[config.mk]
export PLATFORM = sky130hd
export DESIGN_NAME = afe_top
export DESIGN_NICKNAME = d
export VERILOG_FILES = /design/src/common/afe_pkg.sv /design/src/common/apb_if.sv /design/src/dac/avg_window_ptr.sv /design/src/dac/dac_avg.sv /design/src/dac/dac_mix.sv /design/src/hdl/adc_front.sv /design/src/hdl/afe_regs.sv /design/src/hdl/afe_top.sv
export SDC_FILE = /design/constraint.sdc
export NUM_CORES = 2
export LEC_CHECK = 0
export BUFFER_PORTS_ARGS = -buffer_cell sky130_fd_sc_hd__buf_2
export CELL_PAD_IN_SITES_DETAIL_PLACEMENT = 0
export CELL_PAD_IN_SITES_GLOBAL_PLACEMENT = 1
export CORE_MARGIN = 2
export CORE_UTILIZATION = 30
export CTS_BUF_LIST = sky130_fd_sc_hd__clkbuf_4
export CTS_CLUSTER_DIAMETER = 30
export DETAILED_ROUTE_END_ITERATION = 7
export PLACE_DENSITY_LB_ADDON = 0.15
export SYNTH_ARGS = -nofsm -noshare
export SYNTH_HDL_FRONTEND = slang
export SYNTH_SLANG_ARGS = --single-unit
export TNS_END_PERCENT = 10
[constraint.sdc]
create_clock -name adc_clk -period 6.9 [get_ports adc_clk]
set_input_delay 1.035 -clock adc_clk [delete_from_list [all_inputs] [get_ports adc_clk]]
set_output_delay 1.035 -clock adc_clk [all_outputs]
set_load 0.03 [all_outputs]
[src/common/afe_pkg.sv]
////////////////////////////////////////
// Widths, register map and APB slave
// state encoding for the analog front end
// Imported by the RTL blocks that use it
////////////////////////////////////////

package afe_pkg;

  ////////////////////////////////////////
  // Sample path
  ////////////////////////////////////////

  localparam int ADC_W        = 16;  // Raw ADC word, two reserved LSBs
  localparam int DAT_W_DEF    = 14;  // Default sample width
  localparam int AVG_LOG2_DEF = 6;   // 64 sample window on channel A

  ////////////////////////////////////////
  // APB and register map
  ////////////////////////////////////////

  localparam int APB_AW = 8;
  localparam int APB_DW = 32;

  // Register addresses
  localparam logic [APB_AW-1:0] REG_ID_ADDR   = 8'h00;  // Read only ID word
  localparam logic [APB_AW-1:0] REG_CTRL_ADDR = 8'h04;  // Loopback and averaging

  // Control register fields
  localparam int CTRL_LOOP_BIT = 0;  // Digital loopback
  localparam int CTRL_AVG_BIT  = 1;  // Channel A moving average

  // Identification, ASCII "AF" plus revision
  localparam logic [APB_DW-1:0] AFE_ID = 32'h4146_0001;

  // APB slave phase tracking
  typedef enum logic [1:0] {
    ST_IDLE   = 2'd0,  // No transfer
    ST_SETUP  = 2'd1,  // Setup cycle seen
    ST_ACCESS = 2'd2   // Transfer just completed
  } apb_state_e;

endpackage : afe_pkg

[src/common/apb_if.sv]
////////////////////////////////////////
// APB bus between the top level and the
// register block, one slave, no wait
////////////////////////////////////////

`timescale 1ns/1ps

interface apb_if;
  import afe_pkg::*;

  logic              psel;     // Slave select
  logic              penable;  // Access phase
  logic              pwrite;   // 1 write, 0 read
  logic [APB_AW-1:0] paddr;
  logic [APB_DW-1:0] pwdata;
  logic [APB_DW-1:0] prdata;
  logic              pready;   // Transfer done
  logic              pslverr;  // Unmapped address

  // Requester side
  modport master (
    output psel, penable, pwrite, paddr, pwdata,
    input  prdata, pready, pslverr
  );

  // Completer side
  modport slave (
    input  psel, penable, pwrite, paddr, pwdata,
    output prdata, pready, pslverr
  );

endinterface : apb_if

[src/dac/avg_window_ptr.sv]
////////////////////////////////////////
// Write pointer for the averaging window
// Advances every clock, wraps at depth
////////////////////////////////////////

`timescale 1ns/1ps

module avg_window_ptr #(
  parameter int AVG_LOG2 = afe_pkg::AVG_LOG2_DEF
) (
  input  logic                adc_clk,
  input  logic                adc_rstn,
  output logic [AVG_LOG2-1:0] ptr_o    // Slot written this cycle
);

  localparam logic [AVG_LOG2-1:0] LAST = '1;  // Last window slot

  always_ff @(posedge adc_clk) begin
    if (!adc_rstn) begin
      ptr_o <= '0;
    end else begin
      ptr_o <= ptr_o + 1'b1;         // Power of two depth wraps by itself
    end
  end

  // Back to slot 0 right after the last one
  a_ptr_wrap: assert property (@(posedge adc_clk) disable iff (!adc_rstn)
    (ptr_o == LAST) |=> (ptr_o == '0));

endmodule : avg_window_ptr

[src/dac/dac_avg.sv]
////////////////////////////////////////
// Channel A moving average over 2**AVG_LOG2
// formatted codes, output inverted
// Bypass gives a plain 1 cycle register
////////////////////////////////////////

`timescale 1ns/1ps

module dac_avg #(
  parameter int DAT_W    = afe_pkg::DAT_W_DEF,
  parameter int AVG_LOG2 = afe_pkg::AVG_LOG2_DEF
) (
  input  logic             adc_clk,
  input  logic             adc_rstn,
  input  logic             avg_en_i,  // Select average or plain code
  input  logic [DAT_W-1:0] code_a_i,  // Formatted CH A
  output logic [DAT_W-1:0] dac_a_o
);

  localparam int DEPTH = 2**AVG_LOG2;
  localparam int SUM_W = DAT_W + AVG_LOG2;  // Full window sum

  logic [AVG_LOG2-1:0] ptr;             // Oldest slot, overwritten now
  logic [DAT_W-1:0]    win_q [DEPTH];   // Window buffer
  logic [SUM_W-1:0]    sum_q;           // Running window sum

  avg_window_ptr #(.AVG_LOG2(AVG_LOG2)) u_avg_window_ptr (
    .adc_clk  (adc_clk),
    .adc_rstn (adc_rstn),
    .ptr_o    (ptr)
  );

  ////////////////////////////////////////
  // Window and running sum
  ////////////////////////////////////////

  // Runs whether averaging is selected or not
  always_ff @(posedge adc_clk) begin
    if (!adc_rstn) begin
      for (int i = 0; i < DEPTH; i++) begin
        win_q[i] <= '0;
      end
      sum_q <= '0;
    end else begin
      win_q[ptr] <= code_a_i;
      sum_q      <= sum_q + SUM_W'(code_a_i) - SUM_W'(win_q[ptr]);  // Add new, drop oldest
    end
  end

  // Output register
  always_ff @(posedge adc_clk) begin
    if (!adc_rstn) begin
      dac_a_o <= '0;
    end else if (avg_en_i) begin
      dac_a_o <= ~sum_q[SUM_W-1 -: DAT_W];  // Mean, inverted
    end else begin
      dac_a_o <= code_a_i;                  // Same path as CH B
    end
  end

endmodule : dac_avg

[src/dac/dac_mix.sv]
////////////////////////////////////////
// DAC mix, generator plus controller
// Saturate to DAT_W, format to DAC code
// CH B registered here, CH A to dac_avg
////////////////////////////////////////

`timescale 1ns/1ps

module dac_mix #(
  parameter int DAT_W = afe_pkg::DAT_W_DEF
) (
  input  logic                    adc_clk,
  input  logic                    adc_rstn,
  input  logic signed [DAT_W-1:0] gen_a_i,
  input  logic signed [DAT_W-1:0] gen_b_i,
  input  logic signed [DAT_W-1:0] ctl_a_i,
  input  logic signed [DAT_W-1:0] ctl_b_i,
  output logic signed [DAT_W-1:0] sat_a_o,   // To loopback
  output logic signed [DAT_W-1:0] sat_b_o,
  output logic [DAT_W-1:0]        code_a_o,  // Unregistered CH A code
  output logic [DAT_W-1:0]        dac_b_o
);

  localparam logic signed [DAT_W:0] SAT_MAX = (2**(DAT_W-1)) - 1;
  localparam logic signed [DAT_W:0] SAT_MIN = -(2**(DAT_W-1));

  logic signed [DAT_W:0] sum_a;  // One guard bit
  logic signed [DAT_W:0] sum_b;

  // Clamp on overflow of the guard bit
  function automatic logic [DAT_W-1:0] sat(input logic [DAT_W:0] s);
    if (s[DAT_W] ^ s[DAT_W-1]) begin
      return {s[DAT_W], {(DAT_W-1){~s[DAT_W]}}};
    end
    return s[DAT_W-1:0];
  endfunction

  // Two's complement to negative slope code
  function automatic logic [DAT_W-1:0] fmt(input logic [DAT_W-1:0] d);
    return {d[DAT_W-1], ~d[DAT_W-2:0]};
  endfunction

  assign sum_a = gen_a_i + ctl_a_i;
  assign sum_b = gen_b_i + ctl_b_i;

  assign sat_a_o  = sat(sum_a);
  assign sat_b_o  = sat(sum_b);
  assign code_a_o = fmt(sat_a_o);

  // CH B output register
  always_ff @(posedge adc_clk) begin
    if (!adc_rstn) begin
      dac_b_o <= '0;
    end else begin
      dac_b_o <= fmt(sat_b_o);
    end
  end

  // Saturated sample stays in range and equals the in-range sum
  a_sat_a: assert property (@(posedge adc_clk) disable iff (!adc_rstn)
    (sum_a > SAT_MAX) ? (sat_a_o == SAT_MAX) :
    ((sum_a < SAT_MIN) ? (sat_a_o == SAT_MIN) : (sat_a_o == sum_a)));
  a_sat_b: assert property (@(posedge adc_clk) disable iff (!adc_rstn)
    (sum_b > SAT_MAX) ? (sat_b_o == SAT_MAX) :
    ((sum_b < SAT_MIN) ? (sat_b_o == SAT_MIN) : (sat_b_o == sum_b)));

endmodule : dac_mix

[src/hdl/adc_front.sv]
////////////////////////////////////////
// ADC capture and slope conversion
// Loopback swaps in the saturated DAC
// samples of the same cycle
////////////////////////////////////////

`timescale 1ns/1ps

module adc_front #(
  parameter int DAT_W = afe_pkg::DAT_W_DEF
) (
  input  logic                      adc_clk,
  input  logic                      adc_rstn,
  input  logic [afe_pkg::ADC_W-1:0] adc_dat_a_i,  // Raw, negative slope
  input  logic [afe_pkg::ADC_W-1:0] adc_dat_b_i,
  input  logic                      loop_en_i,
  input  logic signed [DAT_W-1:0]   loop_a_i,     // Saturated DAC sums
  input  logic signed [DAT_W-1:0]   loop_b_i,
  output logic signed [DAT_W-1:0]   adc_a_o,
  output logic signed [DAT_W-1:0]   adc_b_o
);
  import afe_pkg::*;

  logic [DAT_W-1:0] raw_a_q;  // Top bits of the ADC word
  logic [DAT_W-1:0] raw_b_q;
  logic [DAT_W-1:0] cnv_a;    // Two's complement
  logic [DAT_W-1:0] cnv_b;

  // Capture register, reserved LSBs dropped
  always_ff @(posedge adc_clk) begin
    if (!adc_rstn) begin
      raw_a_q <= '0;
      raw_b_q <= '0;
    end else begin
      raw_a_q <= adc_dat_a_i[ADC_W-1 -: DAT_W];
      raw_b_q <= adc_dat_b_i[ADC_W-1 -: DAT_W];
    end
  end

  // Negative slope to two's complement
  assign cnv_a = {raw_a_q[DAT_W-1], ~raw_a_q[DAT_W-2:0]};
  assign cnv_b = {raw_b_q[DAT_W-1], ~raw_b_q[DAT_W-2:0]};

  // Loopback select, no register
  assign adc_a_o = loop_en_i ? loop_a_i : cnv_a;
  assign adc_b_o = loop_en_i ? loop_b_i : cnv_b;

endmodule : adc_front

[src/hdl/afe_regs.sv]
////////////////////////////////////////
// APB register block, zero wait states
// 0x00 ID word, 0x04 control bits
// Other addresses answer with pslverr
////////////////////////////////////////

`timescale 1ns/1ps

module afe_regs (
  input  logic adc_clk,
  input  logic adc_rstn,
  apb_if.slave apb,
  output logic loop_en_o,  // Digital loopback
  output logic avg_en_o    // CH A averaging
);
  import afe_pkg::*;

  apb_state_e        state_q;
  logic              access;     // First access cycle after setup
  logic              addr_id;
  logic              addr_ctrl;
  logic              loop_q;
  logic              avg_q;
  logic [APB_DW-1:0] rdata;      // Read mux before qualification

  ////////////////////////////////////////
  // Phase tracking
  ////////////////////////////////////////

  always_ff @(posedge adc_clk) begin
    if (!adc_rstn) begin
      state_q <= ST_IDLE;
    end else begin
      case (state_q)
        ST_SETUP: begin
          if (!apb.psel) begin
            state_q <= ST_IDLE;    // Master dropped the transfer
          end else if (apb.penable) begin
            state_q <= ST_ACCESS;  // Completed this cycle
          end
        end
        // Idle or just completed, back to back setup allowed
        default: state_q <= (apb.psel && !apb.penable) ? ST_SETUP : ST_IDLE;
      endcase
    end
  end

  assign access = (state_q == ST_SETUP) && apb.psel && apb.penable;

  // Address decode
  assign addr_id   = (apb.paddr == REG_ID_ADDR);
  assign addr_ctrl = (apb.paddr == REG_CTRL_ADDR);

  assign apb.pready  = access;                             // No wait state
  assign apb.pslverr = access && !(addr_id || addr_ctrl);

  ////////////////////////////////////////
  // Control register
  ////////////////////////////////////////

  always_ff @(posedge adc_clk) begin
    if (!adc_rstn) begin
      loop_q <= 1'b0;
      avg_q  <= 1'b0;
    end else if (access && apb.pwrite && addr_ctrl) begin
      loop_q <= apb.pwdata[CTRL_LOOP_BIT];
      avg_q  <= apb.pwdata[CTRL_AVG_BIT];
    end
  end

  assign loop_en_o = loop_q;
  assign avg_en_o  = avg_q;

  // Read data, unused bits zero
  always_comb begin
    rdata = '0;
    if (addr_id) begin
      rdata = AFE_ID;
    end else if (addr_ctrl) begin
      rdata[CTRL_LOOP_BIT] = loop_q;
      rdata[CTRL_AVG_BIT]  = avg_q;
    end
  end

  assign apb.prdata = (access && !apb.pwrite) ? rdata : '0;

  // Error only in an access cycle that follows its setup cycle
  a_slverr_access: assert property (@(posedge adc_clk) disable iff (!adc_rstn)
    apb.pslverr |-> (apb.psel && apb.penable && $past(apb.psel && !apb.penable)));

endmodule : afe_regs

[src/hdl/afe_top.sv]
////////////////////////////////////////
// Analog front end top level
// ADC capture, DAC mix with channel A
// averaging and an APB control block
// Generator and controller samples come
// in as plain ports
////////////////////////////////////////

`timescale 1ns/1ps

module afe_top #(
  parameter int DAT_W    = afe_pkg::DAT_W_DEF,     // Sample width
  parameter int AVG_LOG2 = afe_pkg::AVG_LOG2_DEF   // Window depth, log2
) (
  input  logic                       adc_clk,
  input  logic                       adc_rstn,
  // ADC
  input  logic [afe_pkg::ADC_W-1:0]  adc_dat_a_i,  // Raw CH A
  input  logic [afe_pkg::ADC_W-1:0]  adc_dat_b_i,  // Raw CH B
  // Generator and controller samples
  input  logic signed [DAT_W-1:0]    gen_a_i,
  input  logic signed [DAT_W-1:0]    gen_b_i,
  input  logic signed [DAT_W-1:0]    ctl_a_i,
  input  logic signed [DAT_W-1:0]    ctl_b_i,
  // APB
  input  logic                       psel_i,
  input  logic                       penable_i,
  input  logic                       pwrite_i,
  input  logic [afe_pkg::APB_AW-1:0] paddr_i,
  input  logic [afe_pkg::APB_DW-1:0] pwdata_i,
  output logic [afe_pkg::APB_DW-1:0] prdata_o,
  output logic                       pready_o,
  output logic                       pslverr_o,
  // Samples out
  output logic signed [DAT_W-1:0]    adc_a_o,      // Two's complement
  output logic signed [DAT_W-1:0]    adc_b_o,
  output logic [DAT_W-1:0]           dac_a_o,      // Negative slope code
  output logic [DAT_W-1:0]           dac_b_o
);

  ////////////////////////////////////////
  // Local signals
  ////////////////////////////////////////

  apb_if apb ();

  logic                    loop_en;  // Digital loopback
  logic                    avg_en;   // CH A averaging
  logic signed [DAT_W-1:0] sat_a;    // Saturated sums
  logic signed [DAT_W-1:0] sat_b;
  logic [DAT_W-1:0]        code_a;   // CH A before averaging

  // APB request side from the pins
  assign apb.psel    = psel_i;
  assign apb.penable = penable_i;
  assign apb.pwrite  = pwrite_i;
  assign apb.paddr   = paddr_i;
  assign apb.pwdata  = pwdata_i;

  assign prdata_o  = apb.prdata;
  assign pready_o  = apb.pready;
  assign pslverr_o = apb.pslverr;

  ////////////////////////////////////////
  // Blocks
  ////////////////////////////////////////

  afe_regs u_afe_regs (
    .adc_clk   (adc_clk),
    .adc_rstn  (adc_rstn),
    .apb       (apb.slave),
    .loop_en_o (loop_en),
    .avg_en_o  (avg_en)
  );

  adc_front #(.DAT_W(DAT_W)) u_adc_front (
    .adc_clk     (adc_clk),
    .adc_rstn    (adc_rstn),
    .adc_dat_a_i (adc_dat_a_i),
    .adc_dat_b_i (adc_dat_b_i),
    .loop_en_i   (loop_en),
    .loop_a_i    (sat_a),  // Loopback from DAC path
    .loop_b_i    (sat_b),
    .adc_a_o     (adc_a_o),
    .adc_b_o     (adc_b_o)
  );

  dac_mix #(.DAT_W(DAT_W)) u_dac_mix (
    .adc_clk  (adc_clk),
    .adc_rstn (adc_rstn),
    .gen_a_i  (gen_a_i),
    .gen_b_i  (gen_b_i),
    .ctl_a_i  (ctl_a_i),
    .ctl_b_i  (ctl_b_i),
    .sat_a_o  (sat_a),
    .sat_b_o  (sat_b),
    .code_a_o (code_a),
    .dac_b_o  (dac_b_o)
  );

  dac_avg #(.DAT_W(DAT_W), .AVG_LOG2(AVG_LOG2)) u_dac_avg (
    .adc_clk  (adc_clk),
    .adc_rstn (adc_rstn),
    .avg_en_i (avg_en),
    .code_a_i (code_a),
    .dac_a_o  (dac_a_o)
  );

endmodule : afe_top

==> run_results.csv <==
group,metric,value,unit
timing,fin_skew,124.1,ps
floorplan,die_w,390.6,um
logic_synthesis,ys_seq_area_frac,0.6386,
logic_synthesis,ys_warn_count,0,
clock_tree,cts_tree,"yes",
setup_path,worst_ep_arrival_time,5310,ps
logic_synthesis,ys_seq_elements,982,
route,num_vias,33398,
place,dpl_worst_slack,10.39,ps
cells_and_area,area.growth.synth_to_final,17.34,%
global_route,grt_util_met3,0.05214,
timing,postLayoutSetupSlackWorst,556.1,ps
min_path,holdCritPathClass,"input pin to flip-flop",
place,portBuffers,163,
clock_tree,clock_sinks,982,
route,via_per_inst,5.318,
flow_run,drv_cap,0,
global_route,grt_max_degree,67,
setup_path,rrSetupSlack,690,ps
logic_synthesis,synth_area,0.04483,sq mm
power,p_per_area,318.1,mW/mm^2
timing,tightest_slew,1112,ps
min_path,holdCritStartpoint,"paddr_i[2]",
clock_tree,cts_buffer_depth,4,
logic_synthesis,synth_cell_type_count,77,
cells_and_area,fillers,14708,
floorplan,die_height,390.6,um
logic_synthesis,synthMuxAreaShare,0.06442,
global_route,antenna_found_initial,8,
clock_tree,cts-root-buf,"clkbuf_4",
setup_path,cpPeakStageDelay,750,ps
power,ir_worst_vdd,0.0003109,V
outcome,status,"complete, no violations",
floorplan,initial_core_util,0.3029,
global_route,use_met1,0.3151,
min_path,min_path_cells,5,
setup_path,cp_max_fo,66,
floorplan,dieArea,0.1525,sq mm
logic_synthesis,yosysTopAreaCellShare,0.6002,
logic_synthesis,synth_top_family_by_area,"simple AND/OR/NAND/NOR gates",
timing,fin_setup_tns,0,ps
route,drt_iter0_drc,3382,
logic_synthesis,yosys.area_share.xor_xnor,0.006838,
route,dr.pass1.iters,7,
timing,slew_viol_final,0,
logic_synthesis,yosys.area_share.simple,0.1214,
power,p_leak,0.01991,uW
global_route,grt_use_total,0.2340,
global_route,grt_pass1_vias,33586,
logic_synthesis,syn-mean-instance-area,12.06,sq um
timing,period_needed,6344,ps
place,gp_congestion,0.8610,
logic_synthesis,synth-adder-area-share,0.02138,
logic_synthesis,yosys.area.top_type,"edfxtp_1",
logic_synthesis,synthArstFlopShare,0,
setup_path,crit_buf_inv,5,
setup_path,r2r_cells,18,
cells_and_area,regArea,0.02864,sq mm
clock_tree,cts_made_buffers,322,
global_route,grt-busiest-layer,"met2",
logic_synthesis,synth_compound_area_frac,0.1046,
route,wirelength,179500,um
global_route,gr-usage-met2,0.3703,
setup_path,crit_path_start_kind,"input pin",
setup_path,worstPathRequired,5860,ps
cells_and_area,nets,4318,
min_path,whs_endpoint,"u_afe_regs.avg_en_o$_SDFFE_PN0P_",
setup_path,r2r-end,"u_dac_avg.sum_q[16]$_SDFF_PN0_",
timing,hold_viol,0,
clock_tree,htree_num_levels,5,
floorplan,rows,141,
place,dpl.hpwl,110900,um
route,drc,0,
setup_path,slowest_stage,"buf_4",
timing,setup_viol_count_final,0,
timing,finalCritPeriodShare,0.9194,
clock_tree,clkSlewWorstSetupHoldPaths,50,ps
timing,fmax,0.1576,GHz
floorplan,core,0.1480,sq mm
global_route,overflow,0,
setup_path,cp-end-kind,"output port",
clock_tree,cts_resized,0,
setup_path,crit_chain,"buf_2, ha_1, a2111oi_4, o31ai_1, a41oi_1, o21ai_0, a21o_1, a21o_1, xor2_1, ha_1, clkinv_1, buf_4, mux2i_4, buf_4, o21a_1, buf_2",
global_route,grt_pass1_wl,253600,um
logic_synthesis,synthTopCellsByArea,"edfxtp_1 (60%), nor2_1 (8.6%), dfxtp_1 (3.8%)",
logic_synthesis,synth_flop_cell,"edfxtp_1",
route,wl_per_cell,28.58,um
cells_and_area,multi_input_area,0.01458,sq mm
logic_synthesis,synth-edff-count,896,
cells_and_area,drive_gt1_frac,0.2386,
logic_synthesis,postSynthCellCount,3717,
setup_path,r2r-start,"u_dac_avg.u_avg_window_ptr.ptr_o[2]$_SDFF_PN0_",
route,ant_nets,0,
timing,relSlewSlack,0.2581,
setup_path,crit_family,"buffers and inverters",
setup_path,critPathKind,"input pin to output port",
floorplan,io_pins,223,
clock_tree,clock_latency,1280,ps
timing,rsz0062_at_grt,"no",
[worst max-delay path by stage]
stage | slack [ps] | cells after the start | startpoint | to
final | 560 | 16 | gen_a_i[4] | adc_a_o[10]
after global routing | 140 | 16 | gen_a_i[4] | adc_a_o[10]
after CTS | 410 | 16 | gen_a_i[4] | adc_a_o[10]
after detailed placement | 10 | 23 | gen_a_i[4] | u_dac_avg.sum_q[16]$_SDFF_PN0_
after global placement | -8 | 23 | gen_a_i[4] | u_dac_avg.sum_q[16]$_SDFF_PN0_
after floorplan | 140 | 26 | gen_a_i[0] | u_dac_avg.sum_q[16]$_SDFF_PN0_
[cell usage after synthesis, types with 11 or more instances]
library cell,n
nor2_1,1033
a211oi_1,23
nor2b_1,17
buf_4,30
nand3_1,29
buf_6,20
a22oi_1,60
and3_1,11
a21o_1,13
nor3_1,15
buf_2,59
fa_1,16
xnor2_1,18
a21oi_1,108
a221o_1,20
mux4_2,65
ha_1,51
o22ai_1,30
xor2_1,17
nand2_1,154
clkbuf_1,220
a22o_1,40
edfxtp_1,896
a221oi_1,112
o21ai_0,132
mux2_2,49
buf_1,29
nand2b_1,11
mux2i_1,83
and2_1,37
o21a_1,18
inv_1,57
dfxtp_1,86
a31oi_1,24
[state kept, by name (all words and copies together), names as in the netlist]
register and count:
u_dac_avg.u_avg_window_ptr.ptr_o 6, u_dac_avg.sum_q 20, u_afe_regs.loop_en_o 1, u_afe_regs.avg_en_o 1
u_adc_front.raw_b_q 14, u_dac_avg.win_q 896, u_afe_regs.state_q 2, u_dac_avg.dac_a_o 14
u_adc_front.raw_a_q 14, u_dac_mix.dac_b_o 14
[metrics by stage]
step	hold WS, ps	utilization	total power (uW)	area, sq um	cells
3_5_place_dp	485.5	0.3271	11060	48420	5692
4_1_cts	61.61	0.3553	16930	52590	6277
2_1_floorplan	435.4	-	9499	44920	3741
5_1_grt	155.2	0.3554	17590	52600	6280
3_3_place_gp	484.8	0.3271	11070	48420	5692
6_report	258.2	0.3554	16730	52600	6280
[routing by layer]
layer | share of wire | vias to the layer above | wire (um)
li1 | - | 14518 | -
met1 | 0.43 | 17063 | 77210
met2 | 0.46 | 1530 | 83340
met3 | 0.076 | 283 | 13570
met4 | 0.030 | 4 | 5340
met5 | 0.00012 | - | 22
[timing repair]
item	CTS	global route
hold buffers	32	0
setup buffers	0	0
endpoints found under the hold margin	31	0
[placed cells by master, fill, tap and decap left out, drive strengths merged, types with 20 or more instances in the layout]
master	Yosys	routed
dlygate4sd3	0	32
a22oi	60	60
a31oi	24	24
edfxtp	896	896
ha	51	51
mux2i	86	86
a22o	40	40
a221oi	112	112
nand3	29	29
mux2	49	49
clkbuf	220	457
a21oi	108	108
mux4	65	65
clkinv	4	92
and2	38	38
inv	58	65
nand2	154	154
buf	138	379
a221o	20	20
dfxtp	86	86
o22ai	30	30
a211oi	23	23
o21ai	138	138
conb	1	25
nor2	1033	1033
[tightest hold or removal path, delay by kind of cell]
kind,cells,cell delay [ps]
muxes,1,120
and+or+nand+nor,3,180
buffers and inverters,1,120
[where the power goes]
part | total (uW) | switching, uW | internal, uW
Combinational | 4030 | 2860 | 1180
Sequential | 6900 | 111 | 6790
Clock | 5790 | 2720 | 3080
[logic make-up (layout without fill, tap and decap cells)]
group / after synthesis / count (layout)
other: 1 / 28
adders and majority gates: 67 / 67
muxes: 200 / 200
and+or+nand+nor: 1349 / 1349
AOI/OAI and AO/OA: 663 / 663
DFF: 982 / 982
xor gates and xnor gates: 35 / 35
buffers and inverters: 420 / 1026
[area by class of cell]
cell class,count,share of cell area
antenna,3,0.0001427
clock buffer,457,0.06522
tap,1930,0.04591
inverter,62,0.004424
multi-input combinational,2339,0.2772
timing repair buffer,411,0.05461
clock inverter,96,0.008040
sequential,982,0.5444
Power figures use the tool's default switching activity.
